`src/source/bus_pkg.sv`:
```
package bus_pkg;

    typedef logic [31:0] word_t;
    typedef logic [31:0] addr_t;
    typedef logic [3:0]  mask_t;     // 1 = lane written

    // address map, fixed by the board
    localparam addr_t EXT_BASE       = 32'h8000_0000;
    localparam addr_t BASE_BASE      = 32'h8040_0000;
    localparam addr_t REGION_SIZE    = 32'h0040_0000; // 4 MiB each
    localparam addr_t UART_DATA_ADDR = 32'hBFD0_03F8;
    localparam addr_t UART_STAT_ADDR = 32'hBFD0_03FC;

    localparam int SRAM_ADDR_W    = 20;  // word address at the ram pins
    localparam int ACCESS_LATENCY = 2;   // request cycle to resp valid

    // one-cycle strobe request, read and write never both set
    typedef struct packed {
        logic  read;
        logic  write;
        addr_t addr;
        word_t wdata;
        mask_t mask;
    } mem_req_t;

    typedef struct packed {
        logic  valid;   // single pulse
        word_t rdata;   // only meaningful for reads
    } mem_resp_t;

    typedef enum logic [2:0] {
        TGT_EXT,
        TGT_BASE,
        TGT_UART_DATA,
        TGT_UART_STAT,
        TGT_NONE
    } target_e;

    typedef enum logic [1:0] {
        ARB_IDLE,
        ARB_SECOND,    // held data request goes out
        ARB_WAIT       // instruction result returning
    } arb_state_e;

endpackage

```
`src/source/bus_router.sv`:
```
`timescale 1ns/1ps

module bus_router (
    input  logic               clk_50M,
    input  logic               rst_i,
    input  bus_pkg::mem_req_t  inst_req_i,
    input  bus_pkg::mem_req_t  data_req_i,
    output bus_pkg::mem_resp_t inst_resp_o,
    output bus_pkg::mem_resp_t data_resp_o,
    output logic               stall_o,
    output bus_pkg::mem_req_t  ext_req_o,
    output bus_pkg::mem_req_t  base_req_o,
    output bus_pkg::mem_req_t  uart_req_o,
    input  bus_pkg::mem_resp_t ext_resp_i,
    input  bus_pkg::mem_resp_t base_resp_i,
    input  bus_pkg::mem_resp_t uart_resp_i,
    input  logic [1:0]         uart_status_i
);

    bus_pkg::arb_state_e state_q;
    bus_pkg::target_e    inst_tgt, data_tgt, b_tgt;
    bus_pkg::target_e    hold_tgt_q;
    bus_pkg::mem_req_t   inst_rd, b_req, hold_q;
    logic                inst_act, data_act, b_act, conflict;

    // valid pipelines, target travels next to each stage
    logic [bus_pkg::ACCESS_LATENCY-1:0] inst_v_q, data_v_q;
    bus_pkg::target_e inst_tgt_q [bus_pkg::ACCESS_LATENCY];
    bus_pkg::target_e data_tgt_q [bus_pkg::ACCESS_LATENCY];

    function automatic bus_pkg::target_e decode(input bus_pkg::addr_t a);
        if (a >= bus_pkg::EXT_BASE && a < bus_pkg::EXT_BASE + bus_pkg::REGION_SIZE)
            return bus_pkg::TGT_EXT;
        if (a >= bus_pkg::BASE_BASE && a < bus_pkg::BASE_BASE + bus_pkg::REGION_SIZE)
            return bus_pkg::TGT_BASE;
        if (a == bus_pkg::UART_DATA_ADDR)
            return bus_pkg::TGT_UART_DATA;
        if (a == bus_pkg::UART_STAT_ADDR)
            return bus_pkg::TGT_UART_STAT;
        return bus_pkg::TGT_NONE;
    endfunction

    // virtual byte address -> physical word address, bits 21:2
    function automatic bus_pkg::mem_req_t to_ram(input bus_pkg::mem_req_t r);
        bus_pkg::mem_req_t p;
        p      = r;
        p.addr = bus_pkg::addr_t'(r.addr[bus_pkg::SRAM_ADDR_W+1:2]);
        return p;
    endfunction

    // instruction side has priority on a device
    function automatic bus_pkg::mem_req_t pick(input bus_pkg::target_e dev,
                                               input logic a_act,
                                               input bus_pkg::target_e a_tgt,
                                               input bus_pkg::mem_req_t a_req,
                                               input logic b_act_in,
                                               input bus_pkg::target_e b_tgt_in,
                                               input bus_pkg::mem_req_t b_req_in);
        if (a_act && a_tgt == dev)
            return a_req;
        if (b_act_in && b_tgt_in == dev)
            return b_req_in;
        return '0;
    endfunction

    function automatic bus_pkg::mem_resp_t steer(input bus_pkg::target_e tgt,
                                                 input logic pend,
                                                 input bus_pkg::mem_resp_t ext,
                                                 input bus_pkg::mem_resp_t base,
                                                 input bus_pkg::mem_resp_t uart,
                                                 input logic [1:0] status);
        bus_pkg::mem_resp_t r;
        r.valid = pend;     // router-answered targets: pipeline alone
        r.rdata = '0;       // unmapped reads as zero
        case (tgt)
            bus_pkg::TGT_EXT: r = '{valid: pend & ext.valid, rdata: ext.rdata};
            bus_pkg::TGT_BASE: r = '{valid: pend & base.valid, rdata: base.rdata};
            bus_pkg::TGT_UART_DATA: r = '{valid: pend & uart.valid, rdata: uart.rdata};
            bus_pkg::TGT_UART_STAT: r.rdata = {30'b0, status};
            default: ;
        endcase
        return r;
    endfunction

    assign inst_tgt = decode(inst_req_i.addr);
    assign data_tgt = decode(data_req_i.addr);

    always_comb begin
        inst_rd      = '0;             // fetch is read only, full word
        inst_rd.read = inst_req_i.read;
        inst_rd.addr = inst_req_i.addr;
        inst_act = (state_q == bus_pkg::ARB_IDLE) && inst_req_i.read;
        data_act = (state_q == bus_pkg::ARB_IDLE) && (data_req_i.read || data_req_i.write);
        conflict = inst_act && data_act && (inst_tgt == data_tgt) &&
                   (inst_tgt inside {bus_pkg::TGT_EXT, bus_pkg::TGT_BASE,
                                     bus_pkg::TGT_UART_DATA});
        if (state_q == bus_pkg::ARB_SECOND) begin
            b_act = 1'b1;              // replay the held data access
            b_tgt = hold_tgt_q;
            b_req = hold_q;
        end else begin
            b_act = data_act && !conflict;
            b_tgt = data_tgt;
            b_req = data_req_i;
        end
    end

    assign ext_req_o  = to_ram(pick(bus_pkg::TGT_EXT, inst_act, inst_tgt, inst_rd,
                                    b_act, b_tgt, b_req));
    assign base_req_o = to_ram(pick(bus_pkg::TGT_BASE, inst_act, inst_tgt, inst_rd,
                                    b_act, b_tgt, b_req));
    assign uart_req_o = pick(bus_pkg::TGT_UART_DATA, inst_act, inst_tgt, inst_rd,
                             b_act, b_tgt, b_req);

    always_ff @(posedge clk_50M) begin
        if (rst_i) begin
            state_q  <= bus_pkg::ARB_IDLE;
            inst_v_q <= '0;
            data_v_q <= '0;
        end else begin
            inst_v_q <= {inst_v_q[bus_pkg::ACCESS_LATENCY-2:0], inst_act};
            data_v_q <= {data_v_q[bus_pkg::ACCESS_LATENCY-2:0], b_act};
            case (state_q)
                bus_pkg::ARB_IDLE:   if (conflict) state_q <= bus_pkg::ARB_SECOND;
                bus_pkg::ARB_SECOND: state_q <= bus_pkg::ARB_WAIT;
                default:             state_q <= bus_pkg::ARB_IDLE;
            endcase
        end
    end

    always_ff @(posedge clk_50M) begin
        if (conflict) begin          // park data side for one cycle
            hold_q     <= data_req_i;
            hold_tgt_q <= data_tgt;
        end
        inst_tgt_q[0] <= inst_tgt;
        data_tgt_q[0] <= b_tgt;
        for (int i = 1; i < bus_pkg::ACCESS_LATENCY; i++) begin
            inst_tgt_q[i] <= inst_tgt_q[i-1];
            data_tgt_q[i] <= data_tgt_q[i-1];
        end
    end

    assign stall_o = (state_q != bus_pkg::ARB_IDLE);

    assign inst_resp_o = steer(inst_tgt_q[bus_pkg::ACCESS_LATENCY-1],
                               inst_v_q[bus_pkg::ACCESS_LATENCY-1],
                               ext_resp_i, base_resp_i, uart_resp_i, uart_status_i);
    assign data_resp_o = steer(data_tgt_q[bus_pkg::ACCESS_LATENCY-1],
                               data_v_q[bus_pkg::ACCESS_LATENCY-1],
                               ext_resp_i, base_resp_i, uart_resp_i, uart_status_i);

endmodule

```
`config.mk`:
```
export PLATFORM = sky130hd
export DESIGN_NAME = bus_router
export DESIGN_NICKNAME = d
export VERILOG_FILES = /design/src/source/bus_pkg.sv /design/src/source/bus_router.sv
export SDC_FILE = /design/constraint.sdc
export NUM_CORES = 1
export LEC_CHECK = 0
export BUFFER_PORTS_ARGS = -buffer_cell sky130_fd_sc_hd__buf_2
export CAP_MARGIN = 5
export CORE_AREA = 2 2 201 203
export DETAILED_ROUTE_END_ITERATION = 8
export DIE_AREA = 0 0 203 205
export PLACE_DENSITY = 0.38
export SKIP_LAST_GASP = 1
export SYNTH_ARGS = -nofsm -noshare
export SYNTH_HDL_FRONTEND = slang
export SYNTH_SLANG_ARGS = --single-unit
```
`constraint.sdc`:
```
create_clock -name clk_50M -period 7 [get_ports clk_50M]
set_input_delay 1.05 -clock clk_50M [delete_from_list [all_inputs] [get_ports clk_50M]]
set_output_delay 1.05 -clock clk_50M [all_outputs]
set_load 0.02 [all_outputs]
```
### Word level (Yosys, flattened, before mapping)

Memories as Yosys holds them, arrays and structs flattened.
Index checks and enable logic that the tools add are counted.

* register bits: 79
* latch bits: 0
* bits in writable memories: 12
* ROM bits: 0
* input port bits: 243
* word-level logic and storage cells: 133
* memories: 2

Memories
* data_tgt_q: words 2, width 3, rd ports 2, clocked after Yosys merged registers in 0, wr ports 2, line bus_router.sv:29 `bus_pkg::target_e data_tgt_q [bus_pkg::ACCESS_LATENCY];`
* inst_tgt_q: words 2, width 3, rd ports 2, clocked after Yosys merged registers in 0, wr ports 2, line bus_router.sv:28 `bus_pkg::target_e inst_tgt_q [bus_pkg::ACCESS_LATENCY];`

* $add $sub $neg: 0
* multipliers: 0
* divide/modulo/power cells: 0
* $lt $le $gt $ge: 8
* eq/ne operators: 17
* shift-type cells: 0
* mux-type cells: 66
* bitwise logic cells: 6
* reductions and logical operators: 25

Operator list (number)
* two-way mux 70 bit: 13
* one-hot mux 32 bit (4 select lines): 2
* equality test 32 bit (second input constant): 4
* >= comparator 32 bit (second input constant): 4
* less-than comparator 32 bit (second input constant): 4
* two-way mux 3 bit: 17
* two-way mux 1 bit: 30
* equality test 3 x 2 -> 1 bit (second input constant): 6
* logical AND 1 bit: 16
* equality test 3 x 1 -> 1 bit (second input constant): 4
* zero test 3 bit: 4
* bitwise AND 1 bit: 6
* one-hot mux 1 bit (3 select lines): 2
* one-hot mux 2 bit (2 select lines): 1
* equality test 3 bit: 1
* nonzero test 3 bit: 1
* equality test 2 x 1 -> 1 bit (second input constant): 1
* zero test 2 bit: 1
* two-way mux 2 bit: 1
* != test 2 bit (second input constant): 1
* nonzero test 2 bit: 1
* zero test 1 bit: 1
* logical OR 1 bit: 1

### Logic depth before layout (Yosys ltp)

Gate-level depths: netlist of run 1.

* depth in word-level cells: 24
* gate-level depth with buffers: 10
* mapped depth without buffers: 7

### Worst setup path after synthesis of run 1

OpenSTA, ideal clock, no wires.

* path type: input port to output port
* from: in data_req_i[57] (netlist bit)
* to: out ext_req_o[55] (netlist bit)
* arrival time: 3370 ps
* data required time: 5950 ps
* path slack: 2580 ps
* stages on the path: 7
* buffers on the path: 0
* cell sequence: or4b_1 nor4_1 a32o_2 xor2_1 a31oi_1 nor2_1 o41ai_1

RTL lines
* start: declaration: line bus_router.sv:7 `input bus_pkg::mem_req_t data_req_i,`
* end: declaration: line bus_router.sv:11 `output bus_pkg::mem_req_t ext_req_o,`

==> impl_metrics.csv, run 1 <==
group,metric,value,unit
yosys,synth_warnings,0,
critical_path,cp.arrival,4400,ps
power_and_ir_drop,p_leak,4.76,nW
yosys,ys_seq_elements,91,
yosys,synth_top_family_by_area,"simple AND/OR/NAND/NOR gates",
clocking,clk_pin_slew,60,ps
power_and_ir_drop,pwr-share-clk,0.404,
die,pin_count,520,
finish,drive_gt1_frac,0.410,
yosys,synth_edf_count,73,
finish,layout_common_cells,"buf_2, nor2_1, mux2i_1",
route,routed-via-count,7694,
finish,fillers,4460,
global_route,antenna_found_initial,9,
route,wire_per_inst,18.7,microns
timing,slew_headroom,0.323,
timing,setup_viol,0,
yosys,synthMuxAreaShare,0.204,
finish,multi_input_area,3890,sq um
timing,finalCritPeriodShare,0.779,
yosys,ys_types,46,
yosys,synth_compound_area_frac,0.115,
timing,fmax,0.183,GHz
placed_design,dp_hpwl,25.1,mm
yosys,yosys.area_share.simple,0.230,
status,status,"finished clean",
critical_path,cp_max_fo,40,
critical_path,reg2reg_slack,4170,ps
yosys,yosysSeqAreaShare,0.374,
finish,fin_util,0.250,
power_and_ir_drop,seqPwrFrac,0.464,
die,dieWidth,203,microns
power_and_ir_drop,intPower,940,uW
yosys,netlist_area,6820,sq um
timing,worst_pin_slew,1010,ps
finish,fin_nets,1474,
timing,rsz0062_at_grt,"false",
route,wl,32.9,mm
power_and_ir_drop,power.switching,317,uW
die,fp-row-count,73,
placed_design,dp_slack,1420,ps
clocking,ctsResizeCount,0,
finish,layout_commonest_cell,"buf_2",
yosys,synthAdderAreaFrac,0,
route,final_antenna_net_count,0,
die,die_y,205,microns
min_path,hp-class,"flop to flop",
clocking,cts_root_buf,"clkbuf_16",
timing,min_period,5450,ps
placed_design,dp_cells,1745,
clocking,cts_buffer_depth,2,
placed_design,place.gp.congestion,0.839,
clocking,cts-htree-levels,3,
route,via_per_inst,4.36,
critical_path,worstPathRequired,5950,ps
flow_run,drv_cap,0,
clocking,cts_tree,"built",
finish,area_growth,44.3,%
finish,instances_no_fill,1763,
clocking,cts_sinks,91,
clocking,cts-buffers-inserted,9,
global_route,overflow,0,
timing,hold_viol,0,
timing,fin_ws,1550,ps
critical_path,cp-start-kind,"input port",
finish,seqCellArea,2550,sq um
yosys,ys.flop_type,"edfxtp_1",
power_and_ir_drop,design_power_total,1.26,mW
die,core,39400,sq um
clocking,insertion_delay,350,ps
timing,setup_tns,0,ps
yosys,synth_xor_xnor_area_share,0.00128,
global_route,grt_pass1_wl,48.2,mm
critical_path,critPathKind,"input port to output port",
global_route,grt_pass1_vias,7748,
global_route,grt_max_degree,73,
route,dr.pass1.iters,5,
yosys,async_flop_share,0,
placed_design,io_buffers,458,
power_and_ir_drop,p_sw_frac,0.252,
die,start_util,0.173,
critical_path,end_kind,"output port",
yosys,synth_area_per_cell,8.32,sq um
timing,final-max-slew-violation-count,0,
power_and_ir_drop,combPwrFrac,0.132,
power_and_ir_drop,ir_drop,0.000126,V
clocking,cts_hold_buf,0,
power_and_ir_drop,power.density,128,nW/um^2
route,dr.first_iter.drc_count,468,
timing,skew,8.00,ps
route,remaining_drc_errors,0,
clocking,post_cts_buffers,0,
yosys,netlist_instances,819,
global_route,grt_usage,0.151,
die,dieArea,41600,sq um
-- critical path, cell delays in order --
cell      delay [ps]
buf_2            110
or4bb_1          550
nor4_1           400
and2_1           370
a22o_1           220
a31oi_1          210
o21bai_4         830
buf_4            360
nor2_1            70
buf_2            180
-- cells in the mapped netlist (3+ instances only) --
cell / count / area [sq um]
nand4_1: 3 / 18.8
nand2_1: 49 / 184
or4bb_1: 3 / 33.8
buf_4: 31 / 233
o31ai_1: 18 / 135
buf_1: 3 / 11.3
mux4_2: 4 / 90.1
a21oi_1: 63 / 315
edfxtp_1: 73 / 2190
and2_1: 3 / 18.8
nor2_1: 207 / 777
nor3_1: 58 / 290
o21ai_0: 39 / 195
nor4_1: 5 / 31.3
inv_1: 5 / 18.8
nand4b_1: 3 / 26.3
buf_2: 13 / 65.1
a211oi_1: 3 / 22.5
clkbuf_1: 47 / 176
mux2i_1: 130 / 1300
nor2b_1: 11 / 68.8
dfxtp_1: 18 / 360
-- final timing paths --
kind                          from               end  cells after the start
hold reg to reg   data_tgt_q[0][2]  data_tgt_q[0][5]                      0
hold / removal    data_tgt_q[0][2]  data_tgt_q[0][5]                      0
setup reg to reg        state_q[1]        hold_q[10]                      6
setup / recovery    data_req_i[46]     ext_req_o[68]                     10
-- cell type report --
cell class                      instances  area share
Sequential cell                        91       0.260
Tap cell                              525      0.0668
Multi-Input combinational cell        651       0.396
Timing Repair Buffer                  473       0.244
Clock inverter                          6     0.00636
Clock buffer                           10      0.0243
Inverter                                5     0.00204
Antenna cell                            2    0.000509
-- cell families (layout without fill, tap and decap cells) --
logic type                count (synthesis)  after routing
AOI/OAI and AO/OA                       135            135
xor gates and xnor gates                  1              1
buffers and inverters                   100            494
DFF                                      91             91
muxes                                   134            134
other                                     1             26
and+or+nand+nor                         357            357
-- registers in the layout (all words and copies together) (netlist names) --
register    count
data_v_q        2
inst_v_q        2
state_q         2
inst_tgt_q      6
data_tgt_q      6
hold_tgt_q      3
hold_q         70
-- power groups by stage --
stage / logic (mW) / registers (mW) / clock network (mW)
global route: 0.186 / 0.584 / 0.547
global placement: 0.162 / 0.596 / 0
finish: 0.166 / 0.584 / 0.508
floorplan: 0.0762 / 0.596 / 0
detailed placement: 0.167 / 0.596 / 0
CTS: 0.167 / 0.584 / 0.529
-- routing by layer --
| metal | GRT usage | routed length (microns) |
|---|---|---|
| met2 | 0.270 | 16200 |
| met4 | 0.0425 | 659 |
| met5 | 0 | 29 |
| met1 | 0.179 | 13400 |
| met3 | 0.0383 | 2640 |
-- through the flow --
step	hold WS (ps)	area (sq um)
3_3_place_gp	313	9530
6_report	328	9840
4_1_cts	328	9830
3_5_place_dp	312	9530
2_1_floorplan	310	6900
5_1_grt	340	9840
Note: power is estimated with default switching activity, not from simulation.
==> inputs of run 2 (changes only) <==
- clock period: 7 -> 5.45 ns (I/O delays scaled with it)
==> impl_metrics.csv, run 2 (same netlist as run 1, synthesis figures left out) <==
group,metric,value,unit
critical_path,cpPeakStageDelay,600,ps
die,die_y,205,microns
clocking,cts_hold_buf,0,
timing,worst_pin_slew,913,ps
power_and_ir_drop,ir_drop,0.000120,V
finish,top_regs,"hold_q: 70 flops, data_tgt_q: 6 flops, inst_tgt_q: 6 flops",
power_and_ir_drop,design_power_total,1.54,mW
flow_run,drv_cap,0,
clocking,insertion_delay,360,ps
power_and_ir_drop,power.switching,391,uW
finish,layout_common_cells,"buf_2, nor2_1, mux2i_1",
timing,min_period,4730,ps
critical_path,timing.rr.start,"state_q[1]",
die,pin_count,520,
finish,fillers,4456,
finish,fin_nets,1475,
timing,finalCritPeriodShare,0.868,
timing,slew_headroom,0.390,
critical_path,cp_max_fo,39,
die,core,39400,sq um
power_and_ir_drop,seqPwrFrac,0.487,
critical_path,cp-start-kind,"input port",
timing,fmax,0.211,GHz
route,wl,33.2,mm
power_and_ir_drop,combPwrFrac,0.137,
critical_path,worst-path-buf-inv,3,
timing,skew,9.29,ps
min_path,hold_start,"inst_tgt_q[0][2]",
global_route,overflow,0,
global_route,grt_max_degree,71,
clocking,cts-buffers-inserted,9,
die,dieArea,41600,sq um
power_and_ir_drop,intPower,1.15,mW
critical_path,worstPathRequired,4630,ps
power_and_ir_drop,pwr-share-clk,0.377,
clocking,cts_tree,"built",
power_and_ir_drop,power.density,157,nW/um^2
route,final_antenna_net_count,0,
clocking,cts_sinks,91,
power_and_ir_drop,p_sw_frac,0.254,
finish,largest_reg_flops,70,
timing,setup_viol,0,
die,fp-row-count,73,
timing,rsz0062_at_grt,"false",
placed_design,place.gp.congestion,0.838,
critical_path,crit_start,"data_req_i[49]",
clocking,cts_root_buf,"clkbuf_16",
timing,final-max-slew-violation-count,0,
route,via_per_inst,4.35,
critical_path,end_kind,"output port",
placed_design,io_buffers,458,
die,start_util,0.173,
finish,drive_gt1_frac,0.407,
critical_path,path_cells,"buf_2 > or4b_1 > nor4_1 > and2_1 > a22o_1 > a31oi_1 > o21bai_4 > buf_12 > o21ai_0 > buf_2",
global_route,grt_usage,0.152,
clocking,cts-htree-levels,3,
clocking,cts_buffer_depth,2,
timing,setup_tns,0,ps
route,remaining_drc_errors,0,
clocking,post_cts_buffers,0,
critical_path,path_delay_family,"simple AND/OR/NAND/NOR gates",
die,dieWidth,203,microns
clocking,ctsResizeCount,0,
timing,whs,327,ps
global_route,grt_pass1_vias,7560,
status,status,"finished clean",
finish,regMostFlops,"hold_q",
route,dr.first_iter.drc_count,481,
placed_design,dp_hpwl,25.6,mm
critical_path,path_common_cell,"buf_2",
route,wire_per_inst,18.8,microns
critical_path,slowest_stage,"or4b_1",
finish,layout_commonest_cell,"buf_2",
global_route,grt_pass1_wl,47.8,mm
min_path,hp-class,"flop to flop",
critical_path,critPathKind,"input port to output port",
finish,area_growth,44.4,%
critical_path,cp.arrival,3910,ps
power_and_ir_drop,p_leak,4.75,nW
route,dr.pass1.iters,5,
route,routed-via-count,7670,
clocking,clk_pin_slew,70,ps
global_route,antenna_found_initial,10,
timing,hold_viol,0,
## run 2: cell types whose count changed in the layout (fill, tap and decap cells not counted), sizes merged
cell	before	now
bufinv	1	0
inv	5	4
diode	2	3
clkbuf	10	14
buf	473	474
clkinv	5	3
## run 2: cell type report
class | count | area (sq um) | share of cell area
antenna | 3 | 7.51 | 0.000763
timing repair buffer | 474 | 2450 | 0.249
tap | 525 | 657 | 0.0668
sequential | 91 | 2550 | 0.260
inverter | 5 | 20.0 | 0.00203
clock buffer | 14 | 244 | 0.0248
clock inverter | 2 | 13.8 | 0.00140
multi-input combinational | 651 | 3890 | 0.396
## run 2: worst reg2reg max path: stages (launching register included)
cell,delay [ps]
dfxtp_1,350
nor2_1,150
nand2_1,160
a211oi_1,350
nand3_1,280
clkinv_2,420
buf_12,360
## run 2: through the flow
| step | instance area (sq um) | std cells | setup slack, ps | utilization |
|---|---|---|---|---|
| floorplan | 6900 | 842 | 1310 | - |
| global placement | 9580 | 1746 | 745 | 0.243 |
| detailed placement | 9580 | 1746 | 734 | 0.243 |
| CTS | 9830 | 1762 | 728 | 0.250 |
| global route | 9840 | 1765 | 547 | 0.250 |
| finish | 9840 | 1765 | 720 | 0.250 |
## run 2: final timing paths
check | slack (ps) | cells after the start | endpoint
max | 720 | 10 | ext_req_o[45]
min | 330 | 0 | inst_tgt_q[0][5]
max reg2reg | 3020 | 6 | hold_q[22]
min reg2reg | 330 | 0 | inst_tgt_q[0][5]
## run 2: power groups by stage
stage / Combinational [mW] / Sequential [mW] / Clock (mW)
final: 0.211 / 0.750 / 0.581
after global routing: 0.235 / 0.750 / 0.623
after CTS: 0.212 / 0.750 / 0.610
after detailed placement: 0.212 / 0.765 / 0
after global placement: 0.206 / 0.765 / 0
after floorplan: 0.0979 / 0.766 / 0
## run 2: metal layers
| layer | part of all wire | track usage | vias to the layer above | wire, microns |
|---|---|---|---|---|
| met1 | 0.40 | 0.175 | 3622 | 13300 |
| met3 | 0.081 | 0.0410 | 29 | 2700 |
| met4 | 0.015 | 0.0404 | 2 | 506 |
| li1 | - | - | 3673 | - |
| met2 | 0.50 | 0.276 | 344 | 16700 |
| met5 | 0.00039 | 0 | - | 13 |
